$ cat src/hdl/dma_config.svh
`ifndef DMA_CONFIG_SVH
`define DMA_CONFIG_SVH

// external (DDR side) byte address and beat width
`define AXI_AWIDTH 32
`define AXI_DWIDTH 32
`define AXI_STRB_W (`AXI_DWIDTH / 8)

// scratchpad, word addressed
`define DMEM_AWIDTH 10
`define DMEM_DEPTH  (1 << `DMEM_AWIDTH)

// burst memory keeps this many word-address bits, the rest are ignored
`define EXT_AWIDTH 10
`define EXT_DEPTH  (1 << `EXT_AWIDTH)

`endif

$ cat src/hdl/dma_pkg.sv
package dma_pkg;

  // controller sequencing
  typedef enum logic [2:0] {
    IDLE,
    WRITE_DDR,
    WRITE_DDR_DELAY,
    READ_DDR,
    DONE
  } dma_state_t;

  // burst type on the request channels
  typedef enum logic [1:0] {
    FIXED = 2'b00,
    INCR  = 2'b01,
    WRAP  = 2'b10
  } burst_t;

  // log2 of bytes per beat
  typedef logic [2:0] beat_size_t;

endpackage

$ cat src/hdl/dma_controller.sv
`timescale 1ns/1ps
`include "dma_config.svh"

module dma_controller (
  input  logic                    clk,
  input  logic                    rst_n,

  output logic                    dma_read_request_valid,
  input  logic                    dma_read_request_ready,
  output logic [`AXI_AWIDTH-1:0]  dma_read_addr,
  output logic [31:0]             dma_read_len,
  output dma_pkg::beat_size_t     dma_read_size,
  output dma_pkg::burst_t         dma_read_burst,
  input  logic [`AXI_DWIDTH-1:0]  dma_read_data,
  input  logic                    dma_read_data_valid,
  output logic                    dma_read_data_ready,

  output logic                    dma_write_request_valid,
  input  logic                    dma_write_request_ready,
  output logic [`AXI_AWIDTH-1:0]  dma_write_addr,
  output logic [31:0]             dma_write_len,
  output dma_pkg::beat_size_t     dma_write_size,
  output dma_pkg::burst_t         dma_write_burst,
  output logic [`AXI_DWIDTH-1:0]  dma_write_data,
  output logic                    dma_write_data_valid,
  input  logic                    dma_write_data_ready,

  input  logic                    dma_start,
  input  logic                    dma_dir,       // 1: dmem -> ddr, 0: ddr -> dmem
  input  logic [31:0]             dma_src_addr,
  input  logic [31:0]             dma_dst_addr,
  input  logic [31:0]             dma_len,
  output logic                    dma_done,
  output logic                    dma_idle,

  output logic [`DMEM_AWIDTH-1:0] dmem_addr,
  output logic [`AXI_DWIDTH-1:0]  dmem_din,
  input  logic [`AXI_DWIDTH-1:0]  dmem_dout,
  output logic [`AXI_STRB_W-1:0]  dmem_wbe,
  output logic                    dmem_en
);
  import dma_pkg::*;

  dma_state_t  state;
  dma_state_t  state_next;
  logic [31:0] read_cnt;
  logic [31:0] write_cnt;
  logic [31:0] dmem_word;
  logic        done_q;

  logic read_req_fire;
  logic read_data_fire;
  logic write_req_fire;
  logic write_data_fire;

  assign read_req_fire   = dma_read_request_valid & dma_read_request_ready;
  assign read_data_fire  = dma_read_data_valid & dma_read_data_ready;
  assign write_req_fire  = dma_write_request_valid & dma_write_request_ready;
  assign write_data_fire = dma_write_data_valid & dma_write_data_ready;

  always_comb begin
    state_next = state;
    case (state)
      IDLE: begin
        if (dma_start) begin
          state_next = dma_dir ? WRITE_DDR : READ_DDR;
        end
      end
      READ_DDR: begin
        if (read_cnt == dma_len) begin
          state_next = DONE;
        end
      end
      WRITE_DDR: begin
        // one cycle to fetch the first word from dmem
        if (write_req_fire) begin
          state_next = WRITE_DDR_DELAY;
        end
      end
      WRITE_DDR_DELAY: begin
        if (write_cnt == dma_len && write_data_fire) begin // count runs one ahead
          state_next = DONE;
        end
      end
      DONE:    state_next = IDLE;
      default: state_next = IDLE;
    endcase
  end

  always_ff @(posedge clk) begin
    if (!rst_n) begin
      state <= IDLE;
    end else begin
      state <= state_next;
    end
  end

  always_ff @(posedge clk) begin
    if (!rst_n || state == IDLE) begin
      read_cnt  <= '0;
      write_cnt <= '0;
    end else begin
      if (read_data_fire) begin
        read_cnt <= read_cnt + 1;
      end
      if ((state == WRITE_DDR && write_req_fire) || write_data_fire) begin
        write_cnt <= write_cnt + 1;
      end
    end
  end

  always_ff @(posedge clk) begin
    if (!rst_n || (state == IDLE && dma_start)) begin
      done_q <= 1'b0;
    end else if (state == DONE) begin
      done_q <= 1'b1;
    end
  end

  assign dma_idle = state == IDLE;
  assign dma_done = done_q & ~dma_start;

  // single request per transfer, the burst is still running once read_cnt moves
  assign dma_read_request_valid = state == READ_DDR && read_cnt == 32'd0;
  assign dma_read_addr          = dma_src_addr;
  assign dma_read_len           = dma_len - 32'd1;
  assign dma_read_size          = beat_size_t'($clog2(`AXI_STRB_W));
  assign dma_read_burst         = INCR;
  assign dma_read_data_ready    = state == READ_DDR;

  assign dma_write_request_valid = state == WRITE_DDR;
  assign dma_write_addr          = dma_dst_addr;
  assign dma_write_len           = dma_len - 32'd1;
  assign dma_write_size          = beat_size_t'($clog2(`AXI_STRB_W));
  assign dma_write_burst         = INCR;
  assign dma_write_data_valid    = state == WRITE_DDR_DELAY;
  assign dma_write_data          = dmem_dout;

  assign dmem_word = (state == READ_DDR) ? dma_dst_addr + read_cnt :
                                           dma_src_addr + write_cnt;
  assign dmem_addr = dmem_word[`DMEM_AWIDTH-1:0];
  assign dmem_din  = dma_read_data;
  assign dmem_wbe  = read_data_fire ? {`AXI_STRB_W{1'b1}} : '0;
  assign dmem_en   = (state == WRITE_DDR) | write_data_fire | read_data_fire;

endmodule

$ cat config.mk
export PLATFORM = sky130hd
export DESIGN_NAME = dma_controller
export DESIGN_NICKNAME = d
export VERILOG_FILES = /design/src/hdl/dma_pkg.sv /design/src/hdl/dma_controller.sv
export VERILOG_INCLUDE_DIRS = /design/src /design/src/hdl
export SDC_FILE = /design/constraint.sdc
export NUM_CORES = 1
export LEC_CHECK = 0
export ABC_AREA = 0
export BUFFER_PORTS_ARGS = -buffer_cell sky130_fd_sc_hd__buf_2
export CORE_AREA = 2 2 152 154
export CTS_BUF_LIST = sky130_fd_sc_hd__clkbuf_4 sky130_fd_sc_hd__clkbuf_8 sky130_fd_sc_hd__clkbuf_16
export DETAILED_ROUTE_END_ITERATION = 8
export DIE_AREA = 0 0 154 156
export PLACE_DENSITY = 0.69
export SLEW_MARGIN = 20
export SYNTH_ARGS = -nofsm -noshare
export SYNTH_HDL_FRONTEND = slang
export SYNTH_SLANG_ARGS = --single-unit
$ cat constraint.sdc
create_clock -name clk -period 3.16 [get_ports clk]
set_input_delay 0.632 -clock clk [delete_from_list [all_inputs] [get_ports clk]]
set_output_delay 0.632 -clock clk [all_outputs]
set_load 0.05 [all_outputs]
==> flow_results.org <==
** Logic synthesis
- The commonest cells after synthesis are 174 x buf_4, 94 x nor2_1, 78 x xnor2_1, 78 x xor2_1, 68 x dfxtp_1.
- Count of yosys warnings during synthesis :: 0
- buf_4 is the most common cell in the netlist.
- Cell type with the highest aggregate area in the netlist :: dfxtp_1
- Each instance of the synthesized netlist takes up on average 7.77 µm².
- By area the synthesized netlist is led by dfxtp_1 20%, buf_4 19%, xnor2_1 10%.
- Area fraction of the dominant cell type after synthesis :: 20.3%
- Share of synthesized registers carrying an async set or reset :: 0%
- After technology mapping, the gate count stands at 863.
- The share of the Yosys chip area taken by registers is 20.3%.
- The cell area that synthesis handed to floorplanning was 6700 µm².
- Most common flop cell mapped by yosys :: dfxtp_1
- Number of enable flip-flop cells after synthesis :: 0
- Number of synthesized register bits :: 68
- Cell variety after synth :: 51

** Pwr
- In this run, the clock network consumes 35.3% of the power.
- In this run the power density over the cells is 424 nW/µm².
- Registers are responsible for 26.3% of the overall power.
- Sw Ratio :: 39.4%
- Power after layout :: 3490 µW
- Combinational logic is responsible for 38.4% of the overall power.
- Internal power :: 2120 µW
- In this run the static leakage power is 0.00339 µW.
- The worst-case IR drop observed on VDD is 0.199 mV.
- For this design the total switching power over the nets is 1380 µW.

** Global route
- GRT Util Overall :: 17.2%
- Total overflow reported by the global router :: 0
- Vias in the first global route :: 5,807
- First-pass GRT wire length :: 31,700 µm
- Largest net degree at the start of global routing :: 34
- The number of antenna violations at the first check in global routing was 2.

** Timing
- Largest clock skew in the final design :: 0.00544 ns
- Share of the clock period used by the worst path :: 107%
- On the final layout, the worst hold slack is 0.525 ns.
- At the pin with the least slew margin, the transition time is 0.693 ns.
- Number of endpoints with negative hold slack in the final report :: 0
- Pins Over Slew Limit :: 0
- Based on the critical path, the design can be clocked at up to 296 MHz.
- Least setup slack across all paths after layout :: -0.214 ns
- Setup violations remaining at the end of the flow were counted as 21.
- Setup repair after global routing could not meet its margin everywhere.
- Final period demand of the worst path :: 3.37 ns
- Measured against its own limit, the worst slew margin works out to 53.7%.

** Setup path
- The worst setup path is launched from a primary input.
- On the critical path the largest part of the delay comes from simple AND/OR/NAND/NOR gates.
- Worst Setup EP :: dma_write_len[25]
- The worst setup path is of the in2out kind.
- Together, buffers and inverters on the worst path number 2.
- Data required time at the worst endpoint :: 2.53 ns
- Max incr delay on CP :: 0.54 ns
- Setup slack of the most critical reg-to-reg path :: 0.67 ns
- Of all nets on the critical path, the largest fanout is 6.
- Capture instance of the worst register-to-register path :: write_cnt[30]
- The most critical setup path has its startpoint at dma_len[16].
- Start of the worst register-to-register path :: write_cnt[0]
- Levels on crit path :: 8
- The slowest stage of the critical path belongs to the cell or4_4.
- Setup crit end kind :: output pin
- Critical Path, Cell by Cell :: buf_6 -> or4_4 -> or3_4 -> nor4_4 -> nand3b_4 -> nor4_4 -> xor2_4 -> buf_6
- Worst reg2reg path depth :: 7
- Data arrival time of the critical path :: 2.74 ns

** Die
- Height of the die :: 156 µm
- Top-level I/O count :: 391
- Overall die area :: 24,000 µm²
- The core region is 22,400 µm².
- Initial core utilization :: 30.0%
- Measured along the x axis, the die boundary spans 154 µm.
- Rows :: 55

** Placed design
- Weighted congestion reported at the end of routability-driven placement :: 0.902
- Summed over all nets, the half-perimeter wirelength after detailed placement is 16,900 µm.
- At the placement stage, the worst setup path has a slack of -0.396 ns.
- Summing all placed instances gives a cell area of 7400 µm².
- The count of buffers added on input and output ports is 163.

** Clocking
- No sink is reached through more buffers than the 2 on the longest clock path.
- Num CTS Buffers :: 9
- The H-tree was split into 3 levels.
- The clock drives 68 sinks.
- TritonCTS built the clock tree.
- Clock network latency to the later pin of the worst-skew pair :: 0.34 ns
- The cell sitting at the root of the clock tree is a clkbuf_16.
- Clock-pin slew was measured on the worst setup and hold paths at 0.06 ns.

** Routing
- Aggregate routed wire length :: 21,600 µm
- Dividing the detail-routed via count by the number of cells gives 4.91.
- The first routing iteration left 504 violations.
- After detailed routing, the average wire length per cell comes to 18.0 µm.
- In this run the remaining antenna-violating nets after routing total 0.
- After detailed routing, the number of remaining DRC violations is 0.
- The final route contains 5,899 vias.
- Before antenna repair, the detailed router went through 4 iterations.

** Run
- Reported max-cap violation count :: 0

** Cells and area
- Utilization after layout :: 36.8%
- Of the cells placed in the final design, the portion with a size suffix greater than 1 is 36.2%.
- Counting the fill cells in the layout gives 2,202.
- Final #Nets :: 1,102
- Compared with the post-synthesis result, the final layout area differs by 22.8%.
- The finished cells cover 8230 µm².

** Run status
- The run finished, with violations left.
- Failing checks :: setup timing

** Min path
- The tightest min-delay check is of the reg2reg type.
- The startpoint identified for the worst hold timing path is write_cnt[30].
## flip-flops by register name, indices dropped and copies added (netlist names)
name       cells
done_q         1
read_cnt      32
state          3
write_cnt     32
## worst min-delay path by stage
stage	endpoint	slack (ns)	cells past startpoint
2_1_floorplan	done_q	0.48	2
3_3_place_gp	write_cnt[30]	0.50	2
3_5_place_dp	write_cnt[30]	0.51	2
4_1_cts	write_cnt[30]	0.52	2
5_1_grt	write_cnt[22]	0.55	2
6_report	write_cnt[30]	0.53	2
## routing by layer
metal | wire length [µm] | track usage [%]
met2 | 10400 | 28.6
met4 | 636 | 7.39
met1 | 8830 | 20.6
met3 | 1760 | 5.22
met5 | 0 | 0
## power by group through the flow
stage	clock network, µW	logic, µW	registers (µW)
detailed placement	0	1280	934
finish	1230	1340	917
global placement	0	1270	933
floorplan	0	1340	922
CTS	1250	1330	917
global route	1280	1400	924
## cell usage in the layout (no fill, tap or decap), drive strengths merged, types with 5 or more instances in the layout
cell    instances
inv            22
or3            17
o21ai          23
ha             22
nor3           28
nand3          30
clkbuf         16
a21oi          26
xnor2          78
xor2           78
conb           10
nand2          44
a21o            5
nor4           24
nor2           94
and3            7
dfxtp          68
buf           237
mux2i           6
nand4          26
or4             5
## cells by family (layout without fill, tap and decap cells)
kind of cell,after synthesis,in the layout,synth area share (%)
other cells,2,12,0.112
flops,68,68,20.3
compound gates,73,73,6.78
mux,6,6,0.896
xor+xnor,156,156,20.4
simple gates,299,299,23.7
buf+inv,235,279,23.1
fa+ha+maj,24,24,4.70
## tightest hold or removal path: stages (launching register included)
cell and delay, ns:
dfxtp_1 0.33, o21ai_0 0.08, a21oi_1 0.06
## repair_timing
item / in CTS / in global routing
pin swaps: 22 / 16
hold buffers: 0 / 0
resized for setup: 84 / 32
setup buffers: 6 / 2
setup endpoints to repair: 31 / 40
## stage by stage
step           std cells  TNS [ns]
2_1_floorplan        871     -8.25
3_3_place_gp        1178     -6.21
3_5_place_dp        1178     -6.77
4_1_cts             1200     -3.57
5_1_grt             1200     -5.52
6_report            1202     -3.46
## final cells by class
cell class	instances	area, µm²	share of cell area (%)
Inverter	23	90.1	1.09
Clock buffer	13	280	3.40
Sequential cell	68	1360	16.6
Antenna cell	2	5.00	0.0608
Multi-Input combinational cell	568	4370	53.1
Timing Repair Buffer	240	1680	20.4
Tap cell	285	357	4.33
Clock inverter	3	90.1	1.09
(Power assumes the default switching activity.)
