File: src/hdl/dma_config.svh
`ifndef DMA_CONFIG_SVH
`define DMA_CONFIG_SVH

// external (DDR side) byte address and beat width
`define AXI_AWIDTH 32
`define AXI_DWIDTH 32
`define AXI_STRB_W (`AXI_DWIDTH / 8)

// scratchpad, word addressed
`define DMEM_AWIDTH 10
`define DMEM_DEPTH  (1 << `DMEM_AWIDTH)

// burst memory keeps this many word-address bits, the rest are ignored
`define EXT_AWIDTH 10
`define EXT_DEPTH  (1 << `EXT_AWIDTH)

`endif

File: src/hdl/host_access_arb.sv
`timescale 1ns/1ps
`include "dma_config.svh"

module host_access_arb (
  input  logic                    clk,
  input  logic                    rst_n,
  input  logic                    dma_idle,
  input  logic                    host_en,
  input  logic                    host_sel,      // 0: dmem, 1: external memory
  input  logic                    host_we,
  input  logic [`AXI_AWIDTH-1:0]  host_addr,
  input  logic [`AXI_DWIDTH-1:0]  host_wdata,
  output logic [`AXI_DWIDTH-1:0]  host_rdata,

  input  logic [`DMEM_AWIDTH-1:0] ctl_dmem_addr,
  input  logic [`AXI_DWIDTH-1:0]  ctl_dmem_din,
  input  logic [`AXI_STRB_W-1:0]  ctl_dmem_wbe,
  input  logic                    ctl_dmem_en,

  output logic [`DMEM_AWIDTH-1:0] mem_addr,
  output logic [`AXI_DWIDTH-1:0]  mem_din,
  output logic [`AXI_STRB_W-1:0]  mem_wbe,
  output logic                    mem_en,
  input  logic [`AXI_DWIDTH-1:0]  mem_dout,

  output logic                    ext_host_en,
  output logic                    ext_host_we,
  input  logic [`AXI_DWIDTH-1:0]  ext_host_rdata
);

  logic                   host_go;
  logic                   dmem_go;
  logic                   rd_pending;
  logic                   rd_sel;
  logic [`AXI_DWIDTH-1:0] rdata_q;

  assign host_go = dma_idle & host_en; // dropped while a transfer runs
  assign dmem_go = host_go & ~host_sel;

  assign mem_en   = dma_idle ? dmem_go : ctl_dmem_en;
  assign mem_wbe  = dma_idle ? {`AXI_STRB_W{dmem_go & host_we}} : ctl_dmem_wbe;
  assign mem_addr = dma_idle ? host_addr[`DMEM_AWIDTH-1:0] : ctl_dmem_addr;
  assign mem_din  = dma_idle ? host_wdata : ctl_dmem_din;

  assign ext_host_en = host_go & host_sel;
  assign ext_host_we = host_we;

  always_ff @(posedge clk) begin
    if (!rst_n) begin
      rd_pending <= 1'b0;
    end else begin
      rd_pending <= host_go & ~host_we;
    end
  end

  always_ff @(posedge clk) begin
    if (host_go && !host_we) begin
      rd_sel <= host_sel;
    end
    if (rd_pending) begin
      rdata_q <= host_rdata;
    end
  end

  // live target data in the cycle after a read, held value otherwise
  assign host_rdata = rd_pending ? (rd_sel ? ext_host_rdata : mem_dout) : rdata_q;

endmodule

File: config.mk
export PLATFORM = sky130hd
export DESIGN_NAME = host_access_arb
export DESIGN_NICKNAME = d
export VERILOG_FILES = /design/src/hdl/host_access_arb.sv
export VERILOG_INCLUDE_DIRS = /design/src /design/src/hdl
export SDC_FILE = /design/constraint.sdc
export NUM_CORES = 1
export LEC_CHECK = 0
export BUFFER_PORTS_ARGS = -buffer_cell sky130_fd_sc_hd__buf_2
export CORE_AREA = 2 2 102 104
export CTS_BUF_LIST = sky130_fd_sc_hd__clkbuf_4 sky130_fd_sc_hd__clkbuf_8
export CTS_CLUSTER_SIZE = 30
export DETAILED_ROUTE_END_ITERATION = 12
export DIE_AREA = 0 0 104 106
export GPL_TIMING_DRIVEN = 0
export PLACE_DENSITY = 0.64
export SLEW_MARGIN = 10
export SYNTH_ARGS = -nofsm -noshare
export SYNTH_HDL_FRONTEND = slang
export SYNTH_SLANG_ARGS = --single-unit
File: constraint.sdc
create_clock -name clk -period 2.1 [get_ports clk]
set_clock_uncertainty 0.2 [all_clocks]
set_input_delay 0.42 -clock clk [delete_from_list [all_inputs] [get_ports clk]]
set_output_delay 0.42 -clock clk [all_outputs]
set_load 0.01 [all_outputs]
==> results_dict.tcl, run 1 <==
set metrics [dict create \
    status "completed" \
    seqPwrFrac 0.411 \
    slew-limit-headroom 0.796 \
    synthMuxAreaShare 0.380 \
    drv_slew 0 \
    dp_hpwl_um 6950 \
    powerDensity_nw_per_um2 431 \
    max_freq_ghz 0.480 \
    viasPerCell 4.26 \
    cts_tree "yes" \
    cellInternalPower_w 0.00133 \
    synth_xor_xnor_area_share 0 \
    stdcell_area_um2 4270 \
    start_kind "flop" \
    final_cell_mix "240 x buf_2, 42 x mux2_4, 33 x nor2_1, 33 x edfxtp_1" \
    place.port_buffers 238 \
    grt-ovfl-total 0 \
    synth_fp_nets 386 \
    seq_area_frac_synth 0.404 \
    crit_fanout 10 \
    num_rows 37 \
    fin_util 0.427 \
    cts.sinks 34 \
    gp_routability_congestion 0.757 \
    setup_tns_ns 0 \
    fillers 1014 \
    clkPwrFrac 0.255 \
    syn_to_final_growth_pct 70.7 \
    power_leakage_nw 2.23 \
    synth_top_family_by_area "multiplexers" \
    hold_path.class "in2reg" \
    period_share 0.992 \
    critPathKind "reg2out" \
    synth_seq_cells 34 \
    final_cells 611 \
    period_minus_slack_ns 2.08 \
    postCtsHoldBufs 0 \
    clkLatencyLatePin_ns 0.28 \
    clk_pin_slew_ns 0.07 \
    worstMarginPinSlew_ns 0.306 \
    n_antenna_cell 0 \
    cp-end-kind "primary output" \
    initial_core_util 0.250 \
    wire_per_inst_um 14.4 \
    die_x_um 104 \
    cp.required_ns 1.48 \
    coreArea_um2 10000 \
    finalHoldViolCount 0 \
    routed_wl_um 8800 \
    grt_max_degree 18 \
    syn_avg_cell_area_um2 12.2 \
    finalSetupViolCount 0 \
    final_layout_size_suffix_gt1_frac 0.749 \
    drt-initial-drc-count 80 \
    cts_made_buffers 5 \
    first_global_vias 2581 \
    grt_pass1_wl_um 12900 \
    synthAdderAreaFrac 0 \
    ir_drop_uv 219 \
    vias 2602 \
    drc 0 \
    h-tree-depth 2 \
    placed_area_um2 3860 \
    syn_area_um2 2500 \
    final_common_cell "buf_2" \
    io_pins 262 \
    worstPathArrival_ns 1.46 \
    synth_simple_gate_area_frac 0.0620 \
    synth_cell_types 18 \
    dp_cells 579 \
    p_total_w 0.00184 \
    firstDrtPassIters 4 \
    rsz0062_at_grt "true" \
    ant_nets 0 \
    synth_compound_area_frac 0.0745 \
    nNetsFinal 655 \
    gr-usage-all-layers 0.147 \
    die_h_um 106 \
    power.switching_w 0.000509 \
    combPwrFrac 0.334 \
    yosys_warnings 0 \
    rrSetupSlack_ns 0.51 \
    cts-root-buf "clkbuf_8" \
    clock_path_buffers 2 \
    synthCells 205 \
    swShare 0.276 \
    die_area_um2 11000 \
    drv_cap 0 \
    antenna_found_initial 0 \
]
[critical path: stages (launching register included)]
cell	delay, ns
edfxtp_1	0.35
buf_6	0.16
buf_12	0.16
mux2i_2	0.27
a21oi_2	0.09
buf_2	0.15
[metal layers]
| metal | track usage | vias up | wire length [um] |
|---|---|---|---|
| li1 | - | 1284 | - |
| met1 | 0.163 | 1173 | 3420 |
| met2 | 0.281 | 136 | 4600 |
| met3 | 0.0331 | 9 | 652 |
| met4 | 0.0425 | 0 | 127 |
| met5 | 0 | - | 0 |
[path summary, 6_finish.rpt]
check | start | depth (start not counted) | endpoint
max | rd_sel | 5 | host_rdata[30]
min | host_we | 2 | rd_pending
max reg2reg | rd_sel | 5 | rdata_q[5]
min reg2reg | rdata_q[30] | 2 | rdata_q[30]
[registers in the layout, indices dropped and copies added (netlist names)]
| register | count |
|---|---|
| rdata_q | 32 |
| rd_pending | 1 |
| rd_sel | 1 |
[power by group through the flow]
stage	registers [W]	logic, W	clock network (W)
global route	0.000758	0.000665	0.000527
global placement	0.000778	0.000556	0
CTS	0.000757	0.000589	0.000501
finish	0.000757	0.000616	0.000470
detailed placement	0.000779	0.000566	0
floorplan	0.000776	0.000292	0
[synth_stat cells]
cell type   n  area (um2)
a21oi_1    32         160
and3_1      1        6.26
buf_12      3        60.1
buf_2       3        15.0
buf_4       2        15.0
buf_6       7        78.8
clkbuf_1    3        11.3
dfxtp_1     1        20.0
edfxtp_1   33         991
inv_1       5        18.8
mux2_4     42         631
mux2i_1    32         320
nand2_1     1        3.75
nand4b_1    1        8.76
nor2_1     33         124
nor3b_2     1        12.5
o21ai_0     4        20.0
o22ai_1     1        6.26
[final cells by class]
| class | count | area, um2 | share of cell area |
|---|---|---|---|
| buffer | 18 | 191 | 0.0448 |
| clock buffer | 5 | 68.8 | 0.0161 |
| clock inverter | 3 | 16.3 | 0.00381 |
| inverter | 5 | 18.8 | 0.00439 |
| multi-input combinational | 148 | 1400 | 0.327 |
| sequential | 34 | 1010 | 0.238 |
| tap | 136 | 170 | 0.0398 |
| timing repair buffer | 262 | 1400 | 0.327 |
[what timing repair did]
action	CTS	global route
setup buffers	7	16
pin swaps	18	21
setup endpoints to repair	62	32
cloned	0	1
gates resized for setup	14	21
[cell families (layout without fill, tap and decap cells)]
group                  count (synthesis)  in the layout
and+or+nand+nor                       37             37
buffers and inverters                 23            293
AOI/OAI and AO/OA                     37             37
muxes                                 74             74
DFF                                   34             34
[through the flow]
stage | worst slack, ns | hold WS, ns
2_1_floorplan | 0.0913 | 0.283
3_3_place_gp | -0.377 | 0.403
3_5_place_dp | -0.439 | 0.407
4_1_cts | -0.0154 | 0.145
5_1_grt | -0.0942 | 0.160
6_report | 0.0174 | 0.156
No activity file was read; power rests on OpenSTA's default activity.
==> inputs of run 2 (changes only) <==
--- a/config.mk
+++ b/config.mk
@@ -7,13 +7,13 @@
 export NUM_CORES = 1
 export LEC_CHECK = 0
 export BUFFER_PORTS_ARGS = -buffer_cell sky130_fd_sc_hd__buf_2
-export CORE_AREA = 2 2 102 104
+export CORE_MARGIN = 8
+export CORE_UTILIZATION = 33
 export CTS_BUF_LIST = sky130_fd_sc_hd__clkbuf_4 sky130_fd_sc_hd__clkbuf_8
 export CTS_CLUSTER_SIZE = 30
 export DETAILED_ROUTE_END_ITERATION = 12
-export DIE_AREA = 0 0 104 106
 export GPL_TIMING_DRIVEN = 0
-export PLACE_DENSITY = 0.64
+export PLACE_DENSITY = 0.79
 export SLEW_MARGIN = 10
 export SYNTH_ARGS = -nofsm -noshare
 export SYNTH_HDL_FRONTEND = slang
==> run 2 against run 1 <==
Combinational power down 4.1%. Sequential share of layout area grew 1.2 points. Largest cell class unchanged. Highest routed layer unchanged. Critical endpoint is now host_rdata[16]. Wire length grew 9.5%.
==> results_dict.tcl, run 2 (synthesized netlist as in run 1, its figures left out) <==
set metrics [dict create \
    clkLatencyLatePin_ns 0.27 \
    post-place-ws_ns -0.333 \
    first_global_vias 2769 \
    viasPerCell 4.57 \
    period_minus_slack_ns 2.06 \
    rsz0062_at_grt "true" \
    start_kind "flop" \
    grt_pass1_wl_um 13600 \
    finalHoldViolCount 0 \
    fin_ws_ns 0.0438 \
    cts_tree "yes" \
    dp_hpwl_um 8320 \
    period_share 0.979 \
    critPathKind "reg2out" \
    die_area_um2 10600 \
    drt-initial-drc-count 37 \
    syn_to_final_growth_pct 62.5 \
    num_rows 31 \
    n_antenna_cell 0 \
    place.port_buffers 238 \
    max_freq_ghz 0.486 \
    wire_per_inst_um 17.3 \
    nNetsFinal 638 \
    routed_wl_um 9630 \
    holdPathStages 2 \
    placed_area_um2 3820 \
    crit_path_top_delay_cell "edfxtp_1" \
    die_h_um 103 \
    largest-register "rdata_q" \
    worstMarginPinSlew_ns 0.239 \
    die_x_um 103 \
    stdcell_area_um2 4070 \
    slew-limit-headroom 0.836 \
    ff2ff_path_depth 5 \
    setup_tns_ns 0 \
    final_layout_size_suffix_gt1_frac 0.738 \
    initial_core_util 0.343 \
    hold_path.class "in2reg" \
    cp.required_ns 1.48 \
    grt_max_degree 18 \
    clock_path_buffers 2 \
    finalSetupViolCount 0 \
    fin_hold_ws_ns 0.149 \
    power_leakage_nw 2.15 \
    powerDensity_nw_per_um2 442 \
    critical_path_buf_inv_count 3 \
    crit_chain "buf_6 -> buf_12 -> mux2i_1 -> a21oi_2 -> buf_2" \
    io_pins 262 \
    largest_register_ffs 32 \
    cts-root-buf "clkbuf_8" \
    firstDrtPassIters 4 \
    gp_routability_congestion 0.788 \
    r2r-end "rdata_q[17]" \
    crit_family "buffers and inverters" \
    drv_slew 0 \
    antenna_found_initial 0 \
    ir_drop_uv 232 \
    ant_nets 0 \
    final_cell_mix "240 x buf_2, 42 x mux2_4, 33 x nor2_1, 33 x edfxtp_1, 32 x mux2i_1" \
    status "completed" \
    min-delay-start "host_we" \
    vias 2543 \
    top_regs "rdata_q: 32 flops, rd_pending: 1 flops, rd_sel: 1 flops" \
    cts_made_buffers 5 \
    multi_input_area_um2 1380 \
    cts.sinks 34 \
    startpoint "rd_sel" \
    layout.area.seq_um2 1010 \
    fillers 638 \
    timing.rr.start "rd_sel" \
    worst_path_largest_cell_delay_ns 0.38 \
    drc 0 \
    worstPathArrival_ns 1.44 \
    gr-usage-all-layers 0.164 \
    rrSetupSlack_ns 0.57 \
    crit_fanout 10 \
    grt-ovfl-total 0 \
    h-tree-depth 2 \
    whs_endpoint "rd_pending" \
    final_common_cell "buf_2" \
    drv_cap 0 \
    coreArea_um2 7290 \
    cp-end-kind "primary output" \
    clk_pin_slew_ns 0.07 \
]
## run 2: stage by stage
step | util | cells | power (W)
final | 0.558 | 557 | 0.00180
after global placement | 0.524 | 542 | 0.00133
after floorplan | - | 205 | 0.00107
after global routing | 0.558 | 557 | 0.00188
after CTS | 0.544 | 552 | 0.00180
after detailed placement | 0.524 | 542 | 0.00134
## run 2: timing repair
item	in CTS	in global routing
hold buffers	0	0
pin swaps	4	22
buffers inserted	2	5
setup endpoints to repair	55	26
gates resized for setup	14	21
## run 2: worst max-delay path by stage
| stage | endpoint | cells after the start | slack [ns] |
|---|---|---|---|
| 6_report | host_rdata[16] | 5 | 0.04 |
| 5_1_grt | host_rdata[12] | 5 | -0.03 |
| 4_1_cts | host_rdata[11] | 5 | 0.006 |
| 3_5_place_dp | host_rdata[2] | 4 | -0.33 |
| 3_3_place_gp | host_rdata[22] | 4 | -0.27 |
| 2_1_floorplan | host_rdata[0] | 4 | 0.09 |
## run 2: power by group
part	switching [W]	internal [W]
Clock	0.000223	0.000227
Combinational	0.000257	0.000334
Sequential	0.00000339	0.000754
Total	0.000484	0.00131
## run 2: cell type report
type / instances / area share
multi-input cells: 148 / 0.340
repair buffers: 245 / 0.307
flip-flops and latches: 34 / 0.250
plain buffers: 18 / 0.0471
well taps: 99 / 0.0305
clock buffers: 5 / 0.0169
inverters: 5 / 0.00462
clock inverters: 3 / 0.00400
## run 2: per-layer routing
layer  routed length [um]  share of wire  track usage
met1                 3190           0.33        0.152
met2                 4900           0.51        0.312
met3                 1350           0.14       0.0716
met4                  189          0.020       0.0567
met5                    0              0            0
